`config.mk`:
```
export PLATFORM = sky130hd
export DESIGN_NAME = chip_core
export DESIGN_NICKNAME = d
export VERILOG_FILES = /design/src/design/chip_pkg.sv /design/src/design/bypass_endpoint.sv /design/src/design/bypass_router.sv /design/src/design/chip_core.sv /design/src/design/noc_repeater_node.sv /design/src/design/tag_master.sv
export VERILOG_INCLUDE_DIRS = /design/src /design/src/design
export SDC_FILE = /design/constraint.sdc
export NUM_CORES = 1
export LEC_CHECK = 0
export BUFFER_PORTS_ARGS = -buffer_cell sky130_fd_sc_hd__buf_2
export CAP_MARGIN = 20
export CORE_MARGIN = 10
export CORE_UTILIZATION = 45
export CTS_CLUSTER_DIAMETER = 30
export DETAILED_ROUTE_END_ITERATION = 10
export GPL_TIMING_DRIVEN = 1
export HOLD_SLACK_MARGIN = 0.06
export PLACE_DENSITY_LB_ADDON = 0.3
export SLEW_MARGIN = 20
export SYNTH_ARGS = -nofsm -noshare
export SYNTH_HDL_FRONTEND = slang
export SYNTH_SLANG_ARGS = --single-unit
```
`constraint.sdc`:
```
create_clock -name clk_i -period 4.7 [get_ports clk_i]
set_clock_uncertainty 0.05 [all_clocks]
set_input_delay 0.705 -clock clk_i [delete_from_list [all_inputs] [get_ports clk_i]]
set_output_delay 0.705 -clock clk_i [all_outputs]
set_load 0.1 [all_outputs]
```
`src/design/chip_defines.svh`:
```
`ifndef CHIP_DEFINES_SVH
`define CHIP_DEFINES_SVH

// Mesh flit fields
`define CHIP_DID_W 4
`define CHIP_DATA_W 16

// Router port indices
`define CHIP_NUM_PORTS 3
`define CHIP_PORT_W 0
`define CHIP_PORT_E 1
`define CHIP_PORT_P 2

// Tag frame layout, after the start bit: client id, then reset, then did
`define CHIP_TAG_ID_W 2
`define CHIP_TAG_CLIENTS 3
`define CHIP_TAG_PAYLOAD_W (1 + `CHIP_DID_W)
`define CHIP_TAG_FRAME_W (`CHIP_TAG_ID_W + `CHIP_TAG_PAYLOAD_W)

// Tag client ids
`define CHIP_TAG_ID_CORE 0
`define CHIP_TAG_ID_HOST 1
`define CHIP_TAG_ID_ROUTER 2

// Payload value held by every client out of reset
`define CHIP_TAG_PAYLOAD_DEFAULT {`CHIP_TAG_PAYLOAD_W{1'b0}}

`endif

```
`src/design/chip_pkg.sv`:
```
`include "chip_defines.svh"

package chip_pkg;

  ////////////////////////////////////////////////////////////////////////////
  // Mesh link types

  // Single-flit packet
  typedef struct packed
  {
    logic [`CHIP_DID_W-1:0]  dst;
    logic [`CHIP_DID_W-1:0]  src;
    logic [`CHIP_DATA_W-1:0] data;
  } noc_flit_s;

  // Sender side of a ready_and link, ready travels on its own wire
  typedef struct packed
  {
    logic      v;
    noc_flit_s flit;
  } noc_link_s;

  ////////////////////////////////////////////////////////////////////////////
  // Tag types

  typedef struct packed
  {
    logic                   reset;
    logic [`CHIP_DID_W-1:0] did;
  } tag_payload_s;

  typedef enum logic [`CHIP_TAG_ID_W-1:0]
  {
    TAG_CORE   = `CHIP_TAG_ID_W'(`CHIP_TAG_ID_CORE),
    TAG_HOST   = `CHIP_TAG_ID_W'(`CHIP_TAG_ID_HOST),
    TAG_ROUTER = `CHIP_TAG_ID_W'(`CHIP_TAG_ID_ROUTER)
  } tag_client_e;

endpackage

```
`src/design/bypass_endpoint.sv`:
```
`include "chip_defines.svh"

module bypass_endpoint
  (input  logic                    clk_i
  ,input  logic                    reset_i
  ,input  logic [`CHIP_DID_W-1:0]  core_did_i
  ,input  logic [`CHIP_DID_W-1:0]  host_did_i
  ,input  logic                    send_v_i
  ,input  logic [`CHIP_DATA_W-1:0] send_data_i
  ,output logic                    send_ready_o
  ,output chip_pkg::noc_link_s     router_link_o
  ,input  logic                    router_ready_i
  ,input  chip_pkg::noc_link_s     router_link_i
  ,output logic                    router_ready_o
  ,output chip_pkg::noc_link_s     recv_o
  ,input  logic                    recv_ready_i
  );

  logic                tx_v_r;
  logic                rx_v_r;
  chip_pkg::noc_flit_s tx_flit_r;
  chip_pkg::noc_flit_s rx_flit_r;

  // Both sides stay closed while the core is held in reset
  assign send_ready_o   = !reset_i && (!tx_v_r || router_ready_i);
  assign router_ready_o = !reset_i && (!rx_v_r || recv_ready_i);

  assign router_link_o = '{v: tx_v_r, flit: tx_flit_r};
  assign recv_o        = '{v: rx_v_r, flit: rx_flit_r};

  always_ff @(posedge clk_i)
  begin
    if (reset_i)
    begin
      tx_v_r  <= 1'b0;
      rx_v_r  <= 1'b0;
    end
    else
    begin
      if (send_v_i && send_ready_o)
        tx_v_r <= 1'b1;
      else if (router_ready_i)
        tx_v_r <= 1'b0;
      if (router_link_i.v && router_ready_o)
        rx_v_r <= 1'b1;
      else if (recv_ready_i)
        rx_v_r <= 1'b0;
    end
  end

  // Ids are stamped at acceptance
  always_ff @(posedge clk_i)
  begin
    if (send_v_i && send_ready_o)
      tx_flit_r <= '{dst: host_did_i, src: core_did_i, data: send_data_i};
    if (router_link_i.v && router_ready_o)
      rx_flit_r <= router_link_i.flit;
  end

endmodule

```
`src/design/bypass_router.sv`:
```
`include "chip_defines.svh"

module bypass_router
  (input  logic                                        clk_i
  ,input  logic                                        reset_i
  ,input  logic [`CHIP_DID_W-1:0]                      my_did_i
  ,input  chip_pkg::noc_link_s [`CHIP_NUM_PORTS-1:0]   link_i
  ,output logic [`CHIP_NUM_PORTS-1:0]                  ready_o
  ,output chip_pkg::noc_link_s [`CHIP_NUM_PORTS-1:0]   link_o
  ,input  logic [`CHIP_NUM_PORTS-1:0]                  ready_i
  );

  localparam int NP = `CHIP_NUM_PORTS;

  logic [1:0]          dir      [NP];
  logic [NP-1:0]       req      [NP];
  chip_pkg::noc_flit_s sel_flit [NP];
  chip_pkg::noc_flit_s out_flit_r [NP];
  logic [NP-1:0]       out_free;
  logic [NP-1:0]       out_v_r;

  ////////////////////////////////////////////////////////////////////////////
  // Route choice

  // Ids below ours go west, above go east, equal stays local
  always_comb
  begin
    for (int i = 0; i < NP; i++)
    begin
      if (link_i[i].flit.dst < my_did_i)
        dir[i] = 2'(`CHIP_PORT_W);
      else if (link_i[i].flit.dst > my_did_i)
        dir[i] = 2'(`CHIP_PORT_E);
      else
        dir[i] = 2'(`CHIP_PORT_P);
    end
  end

  // req[o][i] is input i asking for output o
  always_comb
  begin
    for (int o = 0; o < NP; o++)
    begin
      for (int i = 0; i < NP; i++)
        req[o][i] = link_i[i].v && (dir[i] == 2'(o));
    end
  end

  ////////////////////////////////////////////////////////////////////////////
  // Arbitration

  // Output register can take a flit when empty or draining
  always_comb
  begin
    for (int o = 0; o < NP; o++)
      out_free[o] = !out_v_r[o] || ready_i[o];
  end

  // Lower port index has priority: west, east, local
  always_comb
  begin
    for (int i = 0; i < NP; i++)
      ready_o[i] = out_free[dir[i]] && ((req[dir[i]] & NP'((1 << i) - 1)) == '0);
  end

  always_comb
  begin
    for (int o = 0; o < NP; o++)
    begin
      sel_flit[o] = link_i[`CHIP_PORT_W].flit;
      for (int i = NP - 1; i >= 0; i--)
      begin
        if (req[o][i])
          sel_flit[o] = link_i[i].flit;
      end
    end
  end

  ////////////////////////////////////////////////////////////////////////////
  // Output registers

  always_ff @(posedge clk_i)
  begin
    if (reset_i)
      out_v_r <= '0;
    else
    begin
      for (int o = 0; o < NP; o++)
      begin
        if (out_free[o])
          out_v_r[o] <= |req[o];
      end
    end
  end

  always_ff @(posedge clk_i)
  begin
    for (int o = 0; o < NP; o++)
    begin
      if (out_free[o] && (|req[o]))
        out_flit_r[o] <= sel_flit[o];
    end
  end

  always_comb
  begin
    for (int o = 0; o < NP; o++)
      link_o[o] = '{v: out_v_r[o], flit: out_flit_r[o]};
  end

endmodule

```
`src/design/chip_core.sv`:
```
`include "chip_defines.svh"

module chip_core
  (input  logic                    clk_i
  ,input  logic                    reset_i

  ,input  chip_pkg::noc_link_s     west_link_i
  ,output logic                    west_ready_o
  ,output chip_pkg::noc_link_s     west_link_o
  ,input  logic                    west_ready_i

  ,input  chip_pkg::noc_link_s     east_link_i
  ,output logic                    east_ready_o
  ,output chip_pkg::noc_link_s     east_link_o
  ,input  logic                    east_ready_i

  ,input  logic                    send_v_i
  ,input  logic [`CHIP_DATA_W-1:0] send_data_i
  ,output logic                    send_ready_o

  ,output chip_pkg::noc_link_s     recv_o
  ,input  logic                    recv_ready_i

  ,input  logic                    tag_en_i
  ,input  logic                    tag_data_i
  );

  ////////////////////////////////////////////////////////////////////////////
  // Tag clients

  chip_pkg::tag_payload_s [`CHIP_TAG_CLIENTS-1:0] tag_payloads;
  logic                                           router_reset;
  logic                                           core_reset;

  tag_master btm
    (.clk_i      ( clk_i )
    ,.reset_i    ( reset_i )
    ,.tag_en_i   ( tag_en_i )
    ,.tag_data_i ( tag_data_i )
    ,.payloads_o ( tag_payloads )
    ,.new_o      ()
    );

  assign router_reset = reset_i | tag_payloads[chip_pkg::TAG_ROUTER].reset;
  assign core_reset   = reset_i | tag_payloads[chip_pkg::TAG_CORE].reset;

  ////////////////////////////////////////////////////////////////////////////
  // Bypass router and its link repeaters

  // _li feeds the router, _lo comes out of it
  wire chip_pkg::noc_link_s [`CHIP_NUM_PORTS-1:0] rtr_link_li;
  wire chip_pkg::noc_link_s [`CHIP_NUM_PORTS-1:0] rtr_link_lo;
  wire [`CHIP_NUM_PORTS-1:0]                      rtr_ready_li;
  wire [`CHIP_NUM_PORTS-1:0]                      rtr_ready_lo;

  noc_repeater_node west_repeater
    (.clk_i          ( clk_i )
    ,.reset_i        ( router_reset )
    ,.side_a_link_i  ( west_link_i )
    ,.side_a_link_o  ( west_link_o )
    ,.side_a_ready_i ( west_ready_i )
    ,.side_a_ready_o ( west_ready_o )
    ,.side_b_link_i  ( rtr_link_lo[`CHIP_PORT_W] )
    ,.side_b_link_o  ( rtr_link_li[`CHIP_PORT_W] )
    ,.side_b_ready_i ( rtr_ready_lo[`CHIP_PORT_W] )
    ,.side_b_ready_o ( rtr_ready_li[`CHIP_PORT_W] )
    );

  noc_repeater_node east_repeater
    (.clk_i          ( clk_i )
    ,.reset_i        ( router_reset )
    ,.side_a_link_i  ( east_link_i )
    ,.side_a_link_o  ( east_link_o )
    ,.side_a_ready_i ( east_ready_i )
    ,.side_a_ready_o ( east_ready_o )
    ,.side_b_link_i  ( rtr_link_lo[`CHIP_PORT_E] )
    ,.side_b_link_o  ( rtr_link_li[`CHIP_PORT_E] )
    ,.side_b_ready_i ( rtr_ready_lo[`CHIP_PORT_E] )
    ,.side_b_ready_o ( rtr_ready_li[`CHIP_PORT_E] )
    );

  bypass_router router
    (.clk_i    ( clk_i )
    ,.reset_i  ( router_reset )
    ,.my_did_i ( tag_payloads[chip_pkg::TAG_ROUTER].did )
    ,.link_i   ( rtr_link_li )
    ,.ready_o  ( rtr_ready_lo )
    ,.link_o   ( rtr_link_lo )
    ,.ready_i  ( rtr_ready_li )
    );

  ////////////////////////////////////////////////////////////////////////////
  // Local endpoint

  bypass_endpoint endpoint
    (.clk_i          ( clk_i )
    ,.reset_i        ( core_reset )
    ,.core_did_i     ( tag_payloads[chip_pkg::TAG_CORE].did )
    ,.host_did_i     ( tag_payloads[chip_pkg::TAG_HOST].did )
    ,.send_v_i       ( send_v_i )
    ,.send_data_i    ( send_data_i )
    ,.send_ready_o   ( send_ready_o )
    ,.router_link_o  ( rtr_link_li[`CHIP_PORT_P] )
    ,.router_ready_i ( rtr_ready_lo[`CHIP_PORT_P] )
    ,.router_link_i  ( rtr_link_lo[`CHIP_PORT_P] )
    ,.router_ready_o ( rtr_ready_li[`CHIP_PORT_P] )
    ,.recv_o         ( recv_o )
    ,.recv_ready_i   ( recv_ready_i )
    );

endmodule

```
`src/design/noc_repeater_node.sv`:
```
module noc_repeater_node
  (input  logic                clk_i
  ,input  logic                reset_i
  ,input  chip_pkg::noc_link_s side_a_link_i
  ,output chip_pkg::noc_link_s side_a_link_o
  ,input  logic                side_a_ready_i
  ,output logic                side_a_ready_o
  ,input  chip_pkg::noc_link_s side_b_link_i
  ,output chip_pkg::noc_link_s side_b_link_o
  ,input  logic                side_b_ready_i
  ,output logic                side_b_ready_o
  );

  chip_pkg::noc_link_s in_link  [2];
  chip_pkg::noc_link_s out_link [2];
  logic [1:0]          in_ready;
  logic [1:0]          out_ready;

  // Direction 0 runs A to B, direction 1 runs B to A
  assign in_link[0]     = side_a_link_i;
  assign in_link[1]     = side_b_link_i;
  assign out_ready[0]   = side_b_ready_i;
  assign out_ready[1]   = side_a_ready_i;
  assign side_b_link_o  = out_link[0];
  assign side_a_link_o  = out_link[1];
  assign side_a_ready_o = in_ready[0];
  assign side_b_ready_o = in_ready[1];

  for (genvar d = 0; d < 2; d++)
  begin : dir
    chip_pkg::noc_flit_s mem_r [2];
    logic                wr_ptr_r;
    logic                rd_ptr_r;
    logic [1:0]          count_r;
    logic                enq;
    logic                deq;

    // Two entries keep ready registered at full rate
    assign in_ready[d] = (count_r != 2'd2);
    assign out_link[d] = '{v: (count_r != 2'd0), flit: mem_r[rd_ptr_r]};
    assign enq         = in_link[d].v & in_ready[d];
    assign deq         = out_link[d].v & out_ready[d];

    always_ff @(posedge clk_i)
    begin
      if (reset_i)
      begin
        wr_ptr_r <= 1'b0;
        rd_ptr_r <= 1'b0;
        count_r  <= 2'd0;
      end
      else
      begin
        wr_ptr_r <= wr_ptr_r ^ enq;
        rd_ptr_r <= rd_ptr_r ^ deq;
        count_r  <= count_r + {1'b0, enq} - {1'b0, deq};
      end
    end

    always_ff @(posedge clk_i)
    begin
      if (enq)
        mem_r[wr_ptr_r] <= in_link[d].flit;
    end
  end

endmodule

```
`src/design/tag_master.sv`:
```
`include "chip_defines.svh"

module tag_master
  (input  logic                                           clk_i
  ,input  logic                                           reset_i
  ,input  logic                                           tag_en_i
  ,input  logic                                           tag_data_i
  ,output chip_pkg::tag_payload_s [`CHIP_TAG_CLIENTS-1:0] payloads_o
  ,output logic [`CHIP_TAG_CLIENTS-1:0]                   new_o
  );

  localparam int CNT_W = $clog2(`CHIP_TAG_FRAME_W);
  localparam logic [CNT_W-1:0] CNT_LAST = CNT_W'(`CHIP_TAG_FRAME_W - 1);

  logic                                           bit_li;
  logic                                           busy_r;
  logic [CNT_W-1:0]                               cnt_r;
  logic                                           done_r;
  logic [`CHIP_TAG_FRAME_W-1:0]                   shift_r;
  logic [`CHIP_TAG_ID_W-1:0]                      frame_id;
  chip_pkg::tag_payload_s                         frame_payload;
  chip_pkg::tag_payload_s [`CHIP_TAG_CLIENTS-1:0] payloads_r;
  logic [`CHIP_TAG_CLIENTS-1:0]                   new_r;

  // Line reads as 0 whenever it is not enabled
  assign bit_li = tag_en_i & tag_data_i;

  assign frame_id      = shift_r[`CHIP_TAG_FRAME_W-1 -: `CHIP_TAG_ID_W];
  assign frame_payload = shift_r[`CHIP_TAG_PAYLOAD_W-1:0];

  // Frame tracking, a 1 on an idle line starts a frame
  always_ff @(posedge clk_i)
  begin
    if (reset_i)
    begin
      busy_r <= 1'b0;
      cnt_r  <= '0;
      done_r <= 1'b0;
    end
    else
    begin
      done_r <= busy_r && (cnt_r == CNT_LAST);
      if (busy_r)
      begin
        cnt_r  <= cnt_r + 1'b1;
        busy_r <= (cnt_r != CNT_LAST);
      end
      else
      begin
        cnt_r  <= '0;
        busy_r <= bit_li;
      end
    end
  end

  // MSB first, so the client id ends up on top
  always_ff @(posedge clk_i)
  begin
    if (busy_r)
      shift_r <= {shift_r[`CHIP_TAG_FRAME_W-2:0], bit_li};
  end

  // Client registers, an unused id matches no client
  always_ff @(posedge clk_i)
  begin
    if (reset_i)
    begin
      payloads_r <= {`CHIP_TAG_CLIENTS{`CHIP_TAG_PAYLOAD_DEFAULT}};
      new_r      <= '0;
    end
    else
    begin
      for (int i = 0; i < `CHIP_TAG_CLIENTS; i++)
      begin
        new_r[i] <= done_r && (frame_id == `CHIP_TAG_ID_W'(i));
        if (done_r && (frame_id == `CHIP_TAG_ID_W'(i)))
          payloads_r[i] <= frame_payload;
      end
    end
  end

  assign payloads_o = payloads_r;
  assign new_o      = new_r;

endmodule

```
Yosys cells after proc, flatten, opt, wreduce, memory -nomap -nowiden

Memories as Yosys holds them, arrays and structs flattened. A register that Yosys moved wholly into a read port is not among the register bits.
Index checks and enable logic that the tools add are counted.

Magnitude comparators: 11
Reduce and logical (&&, ||, !) cells: 49
Equal/unequal tests: 14
Bitwise logic cells: 22
Mux-type cells: 50
Add/subtract/negate cells: 9

Operators by type and width:

| cell                 | count |
|---|---|
| $mux W24             | 9 |
| $mux W1              | 28 |
| $logic_and A1 B1 Y1  | 22 |
| $mux W2              | 8 |
| $bmux W3 S2          | 2 |
| $gt A4 B4 Y1         | 3 |
| $lt A4 B4 Y1         | 3 |
| $reduce_bool A2 Y1   | 6 |
| $and A1 B1 Y1        | 9 |
| $lt A2 B3 Y1 const B | 3 |
| $reduce_or A3 Y1     | 3 |
| $add A2 B1 Y2        | 4 |
| $eq A2 B1 Y1 const B | 4 |
| $eq A2 B2 Y1 const B | 4 |
| $logic_not A2 Y1     | 4 |
| $ne A2 B2 Y1 const B | 4 |
| $sub A2 B1 Y2        | 4 |
| $xor A1 B1 Y1        | 8 |
| $bmux W1 S2          | 3 |
| $ge A3 B3 Y1 const B | 2 |
| $logic_not A1 Y1     | 6 |
| $logic_not A3 Y1     | 2 |
| $not A2 Y3           | 2 |
| $logic_or A1 B1 Y1   | 5 |
| 6 further kinds      | 7 |

Word-level logic and storage cells: 189
Memory bits (writable): 264
Input bits: 74
Memories kept: 5
Register bits: 71

Memories:

| memory                     | depth | width | rd ports | clocked after memory_dff | wr ports | line                    | text |
|---|---|---|---|---|---|---|---|
| router.out_flit_r          | 3     | 24    | 3        | 1                        | 3        | bypass_router.sv:18     | `chip_pkg::noc_flit_s out_flit_r [NP];` |
| east_repeater.dir[0].mem_r | 2     | 24    | 1        | 1                        | 1        | noc_repeater_node.sv:31 | `chip_pkg::noc_flit_s mem_r [2];` |
| east_repeater.dir[1].mem_r | 2     | 24    | 1        | 1                        | 1        | noc_repeater_node.sv:31 |  |
| west_repeater.dir[0].mem_r | 2     | 24    | 1        | 1                        | 1        | noc_repeater_node.sv:31 |  |
| west_repeater.dir[1].mem_r | 2     | 24    | 1        | 1                        | 1        | noc_repeater_node.sv:31 |  |

Longest topological paths before layout

Gate-level depths: netlist of the first run.

Word-level depth: 14
Mapped depth: 15
Gate-level depth less buffers: 13

Modules after synthesis

From an unflattened synthesis of the first run, not the netlist that was laid out.

Cells, all modules: 924
Area total of the unflattened synthesis: 15128.3 um^2

By module, submodules not included:

| module            | area each (um^2) | cells an instance | instances |
|---|---|---|---|
| noc_repeater_node | 3932.5           | 205               | 2 |
| bypass_router     | 4563.1           | 366               | 1 |
| bypass_endpoint   | 1576.5           | 60                | 1 |
| tag_master        | 1111.1           | 86                | 1 |
| chip_core         | 12.5             | 2                 | 1 |

Worst setup path after synthesis of the first run

OpenSTA, ideal clock, no wires.

Kind: reg-to-output
From: reg east_repeater.dir[0].rd_ptr_r (netlist name)
To: out send_ready_o
Cell stages (with the launch flop): 11
Required time: 3945 ps
Path slack: -677 ps
Arrival: 4622 ps
Path through: dfxtp_1 -> clkbuf_1 -> clkbuf_1 -> mux2i_1 -> ha_1 -> nor2b_1 -> o311ai_2 -> nand2_2 -> o32a_1 -> a22o_1 -> nor3_1

RTL lines:

| element          | line            | text |
|---|---|---|
| end: declaration | chip_core.sv:19 | `,output logic send_ready_o` |

==> results of run 1 <==
==> critical path: cells and delay by family (launching register included) <==
kind	cells	cell delay, ns
adder cells (fa/ha/maj)	1	0.20
flip-flops	1	0.44
AO/OA/AOI/OAI	4	1.17
buffers and inverters	2	0.54
AND/OR/NAND/NOR	2	0.33
multiplexers	1	0.42
==> cells in the mapped netlist (5+ instances only) <==
library cell  instances  share of area [%]
inv_1                17               0.44
dfxtp_1              40                5.5
buf_1                 7               0.18
ha_1                 30                2.6
nor2_1               40                1.0
mux2_2               94                7.3
a21oi_1              51                1.8
nand3_1               6               0.21
xnor2_1               8               0.49
o22ai_1              72                3.1
nor2b_1               7               0.30
mux2i_1              17                1.2
a221o_1              24                1.7
clkbuf_1             40                1.0
nand2_1              11               0.29
o32ai_1              23                1.4
edfxtp_1            319                 66
and2_1               10               0.43
or2_2                 5               0.22
and3_1               26                1.1
==> how the worst min path moves through the flow <==
stage,slack [ns],start,cells past startpoint,endpoint
floorplan,0.35,router.out_flit_r[2][0],0,endpoint.recv_o[0]
global placement,0.35,router.out_flit_r[2][20],0,endpoint.recv_o[20]
detailed placement,0.35,router.out_flit_r[2][19],0,endpoint.recv_o[19]
CTS,0.26,send_data_i[10],1,endpoint.router_link_o[10]
global route,0.26,send_data_i[10],1,endpoint.router_link_o[10]
finish,0.28,send_data_i[10],1,endpoint.router_link_o[10]
==> layout make-up <==
type | instances | area, µm² | area share [%]
Multi-Input combinational cell | 478 | 3830 | 21.0
Timing Repair Buffer | 175 | 951 | 5.22
Clock buffer | 76 | 1820 | 9.97
Antenna cell | 1 | 2.50 | 0.0137
Inverter | 17 | 63.8 | 0.350
Clock inverter | 50 | 666 | 3.65
Sequential cell | 359 | 10400 | 57.0
Tap cell | 402 | 503 | 2.76
==> registers in the layout, summed over array words and instances, names as in the netlist, 4 cells and up <==
name	count
west_repeater.dir.count_r	4
endpoint.recv_o	24
east_repeater.dir.count_r	4
router.out_flit_r	72
west_repeater.dir.mem_r	96
east_repeater.dir.mem_r	96
btm.shift_r	7
btm.payloads_o	14
endpoint.router_link_o	24
==> layer usage <==
metal | track usage, % | up-vias
met3 | 4.14 | 70
met5 | 0 | -
li1 | - | 4028
met2 | 32.3 | 373
met4 | 5.79 | 4
met1 | 20.4 | 4383
==> kinds of logic (layout without fill, tap and decap cells) <==
family | count (synthesis) | after routing | share of synthesized area (%)
fa+ha+maj | 30 | 30 | 2.60
buf+inv | 69 | 318 | 1.85
mux | 111 | 111 | 8.51
other cells | 0 | 1 | 0
simple gates | 127 | 127 | 4.69
compound gates | 198 | 198 | 9.71
flops | 359 | 359 | 71.9
xor+xnor | 12 | 12 | 0.728
==> power by group <==
| group | leakage, nW | internal [mW] | switching (mW) |
|---|---|---|---|
| combinational | 2.24 | 1.09 | 3.09 |
| clock | 1.21 | 3.57 | 1.60 |
| sequential | 3.29 | 4.53 | 0.332 |
==> per-stage QoR <==
step / utilization, % / cell area, µm² / setup slack, ns / power, mW
final: 57.6 / 18200 / 0.291 / 14.2
after detailed placement: 49.7 / 15700 / 0.848 / 9.12
after global routing: 57.6 / 18200 / 0.145 / 14.8
after floorplan: - / 14400 / 0.177 / 8.05
after global placement: 49.7 / 15700 / 0.906 / 9.05
after CTS: 57.5 / 18200 / 0.266 / 14.3
==> run_results.csv, run 1 <==
group,metric,value,unit
grt,grt_first_pass_wirelength,53500,µm
synth,synthesis.instances,906,
floorplanning,die_area,39600,µm²
power_and_ir_drop,ir_drop,0.391,mV
synth,ys_seq_area_share,71.9,%
placement,dpl.cell_count,1431,
setup_path,critPathLaunchType,"flop",
synth,yosys_warnings,0,
grt,grt_pass1_vias,9043,
power_and_ir_drop,p_leak,6.74,nW
synth,ys_types,52,
grt,antenna_found_initial,3,
sta,finalHoldViolCount,0,
routing,first_pass_iters,6,
synth,ys_seq_elements,359,
cts,cts_made_buffers,70,
layout,n_fill_cell,2413,
layout,layout_commonest_cell,"edfxtp_1",
sta,hold_slack,0.280,ns
layout,final_cell_mix,"319 x edfxtp_1, 150 x buf_2, 94 x mux2_2",
cts,post_cts_buffers,0,
routing,vias_per_cell,5.69,
placement,portBuffers,151,
grt,overflow,0,
sta,min_period,4.41,ns
sta,fmax,0.227,GHz
placement,hpwl,24900,µm
setup_path,critical_path_class,"reg -> out",
cts,post_cts_resized,0,
job,maxCapViolCount,0,
synth,synthFlopType,"edfxtp_1",
routing,wl_met3,2310,µm
setup_path,critPathMaxStageDelay,0.44,ns
setup_path,cp.arrival,3.65,ns
setup_path,critPathMaxFanout,21,
sta,setup_viol,0,
layout,nNetsFinal,1205,
setup_path,slowest_stage,"dfxtp_1",
synth,syn_avg_cell_area,15.9,µm²
sta,setup-tns-final,0,ns
cts,cts_tree,"yes",
floorplanning,initial_utilization,45.6,%
floorplanning,coreArea,31600,µm²
sta,slew_violations,0,
layout,drive_above_1_share,35.1,%
setup_path,path_cells,"buf_4 > mux2_2 > ha_1 > a21o_1 > o311ai_2 > nand2_2 > o32a_1 > a22o_1 > nor3_2 > buf_12",
setup_path,ff2ff_path_depth,9,
placement,place_congestion,0.903,
cts,cts_max_path_buffers,3,
sta,finalCritPeriodShare,93.8,%
cts,htree_levels,3,
floorplanning,die_w,199,µm
layout,synthToLayoutAreaGrowth,26.2,%
cts,hold_buffers,0,
floorplanning,die_h,199,µm
routing,routed.top_layer,"met5",
routing,drc,0,
floorplanning,io_pins,152,
grt,grt_max_degree,30,
sta,grt_setup_unrepaired,"false",
routing,wl_per_cell,23.0,µm
synth,synth-edff-count,319,
routing,num_vias,8858,
cts,clk_pin_slew,0.05,ns
cts,insertion_delay,0.55,ns
floorplanning,rows,65,
routing,wl_met2,19200,µm
setup_path,r2r_start,"west_repeater.dir[0].rd_ptr_r",
routing,ant_nets,0,
cts,cts-root-buf,"clkbuf_16",
routing,wl_met1,13500,µm
grt,track_usage,17.9,%
setup_path,crit_path_start,"east_repeater.dir[0].rd_ptr_r",
synth,synthesis.nets,1010,
synth,async_reset_ff_share,0,%
setup_path,cp-endpoint,"send_ready_o",
setup_path,reg2reg_to,"router.out_flit_r[0][16]",
power_and_ir_drop,power_density,780,nW/µm²
setup_path,required,3.94,ns
layout,fin_cells,1558,
sta,worst_pin_slew,1.02,ns
worst_hold_path,holdCritPathClass,"in -> reg",
sta,relSlewSlack,32.0,%
setup_path,endpoint_kind,"output port",
synth,synth_area,14400,µm²
cts,cts_sinks,359,
status,status,"finished clean",
setup_path,reg2reg_slack,0.94,ns
routing,wirelength,35800,µm
routing,drt_iter0_drc,580,
Power figures use the tool's default switching activity.
==> run 2, diff against run 1 <==
- MAX_ROUTING_LAYER: unset -> met4
==> run_results.csv, run 2 (synthesized netlist as in run 1, its figures left out) <==
group,metric,value,unit
worst_hold_path,holdCritPathClass,"in -> reg",
layout,synthToLayoutAreaGrowth,23.5,%
setup_path,worstSetupPathDepth,10,
worst_hold_path,whs_path_depth,1,
placement,dp_slack,0.850,ns
floorplanning,die_area,39600,µm²
sta,slew_violations,0,
sta,min_period,4.46,ns
sta,finalCritPeriodShare,94.8,%
layout,fin_area,17800,µm²
placement,place_congestion,0.914,
grt,grt_pass1_vias,8812,
grt,overflow,0,
cts,htree_levels,2,
setup_path,required,3.94,ns
setup_path,critPathLaunchType,"flop",
cts,cts_max_path_buffers,3,
job,maxCapViolCount,0,
worst_hold_path,hp-start,"send_data_i[3]",
cts,cts_made_buffers,61,
cts,cts_sinks,359,
routing,first_pass_iters,5,
routing,num_vias,8755,
routing,vias_per_cell,5.67,
setup_path,r2r_start,"west_repeater.dir[0].rd_ptr_r",
setup_path,critPathMaxStageDelay,0.45,ns
setup_path,crit_path_start,"east_repeater.dir[0].rd_ptr_r",
floorplanning,die_w,199,µm
power_and_ir_drop,power,13.4,mW
cts,post_cts_resized,0,
power_and_ir_drop,power_density,754,nW/µm²
routing,ant_nets,0,
setup_path,timing.critical_path.buf_inv,2,
setup_path,slowest_stage,"dfxtp_1",
setup_path,endpoint_kind,"output port",
sta,worst_pin_slew,1.07,ns
placement,placed_area,15700,µm²
cts,cts-root-buf,"clkbuf_16",
cts,clk_pin_slew,0.05,ns
sta,fin_ws,0.245,ns
setup_path,cp.arrival,3.70,ns
setup_path,path_cells,"buf_4 > mux2_2 > ha_1 > a21o_1 > o311ai_2 > nand2_2 > o32a_1 > a22o_1 > nor3_2 > buf_12",
status,status,"finished clean",
layout,final_cell_mix,"319 x edfxtp_1, 150 x buf_2, 94 x mux2_2",
setup_path,critical_path_class,"reg -> out",
routing,wl_per_cell,22.7,µm
cts,cts_tree,"yes",
floorplanning,initial_utilization,45.6,%
routing,drc,0,
sta,fmax,0.224,GHz
setup_path,critPathMaxFanout,21,
layout,nNetsFinal,1196,
floorplanning,coreArea,31600,µm²
floorplanning,rows,65,
placement,portBuffers,151,
sta,hold_slack,0.257,ns
grt,grt_max_degree,30,
routing,drt_iter0_drc,765,
grt,grt_first_pass_wirelength,52000,µm
grt,antenna_found_initial,1,
setup_path,ff2ff_path_depth,9,
layout,fin_cells,1545,
placement,hpwl,24600,µm
cts,hold_buffers,0,
cts,post_cts_buffers,0,
routing,wirelength,35000,µm
sta,setup-tns-final,0,ns
layout,layout_commonest_cell,"edfxtp_1",
layout,drive_above_1_share,33.8,%
sta,setup_viol,0,
layout,final_util,56.4,%
cts,insertion_delay,0.59,ns
layout,reg_top3,"east_repeater.dir.mem_r (96), west_repeater.dir.mem_r (96), router.out_flit_r (72)",
setup_path,path_delay_family,"compound AO/OA/AOI/OAI gates",
sta,grt_setup_unrepaired,"false",
power_and_ir_drop,ir_drop,0.343,mV
power_and_ir_drop,p_leak,6.55,nW
sta,finalHoldViolCount,0,
floorplanning,io_pins,152,
sta,relSlewSlack,28.7,%
grt,track_usage,17.8,%
floorplanning,die_h,199,µm
placement,dpl.cell_count,1431,
run 2: cell types whose count changed in the layout (fill, tap and decap cells not counted), sizes merged:
cell / delta
clkinv: -4
clkinvlp: -1
bufinv: -6
inv: +4
clkbuf: -6
run 2: power by group:
group,internal [mW],leakage (nW),switching [mW]
sequential,4.53,3.29,0.300
clock,2.89,1.02,1.52
combinational,1.09,2.23,3.11
total,8.51,6.55,4.93
run 2: metal layers:
metal / part of all wire [%] / track usage, % / routed length (µm) / vias to the layer above
met3: 7.3 / 3.62 / 2570 / 75
met4: 2.9 / 6.44 / 1010 / 0
met5: 0 / - / 0 / -
met1: 37 / 20.1 / 13100 / 4285
met2: 52 / 30.8 / 18400 / 385
li1: - / - / - / 4010
run 2: path summary, 6_finish.rpt:
| check | to | slack [ns] |
|---|---|---|
| max | send_ready_o | 0.24 |
| min | endpoint.router_link_o[3] | 0.26 |
| max reg2reg | router.out_flit_r[0][13] | 0.88 |
| min reg2reg | endpoint.recv_o[18] | 0.36 |
run 2: final cells by class:
| type | count | area (µm²) |
|---|---|---|
| clock inverters | 43 | 514 |
| multi-input cells | 478 | 3830 |
| fillers | 2523 | 13800 |
| inverters | 17 | 63.8 |
| flip-flops and latches | 359 | 10400 |
| diodes | 1 | 2.50 |
| repair buffers | 175 | 951 |
| well taps | 402 | 503 |
| clock buffers | 70 | 1590 |
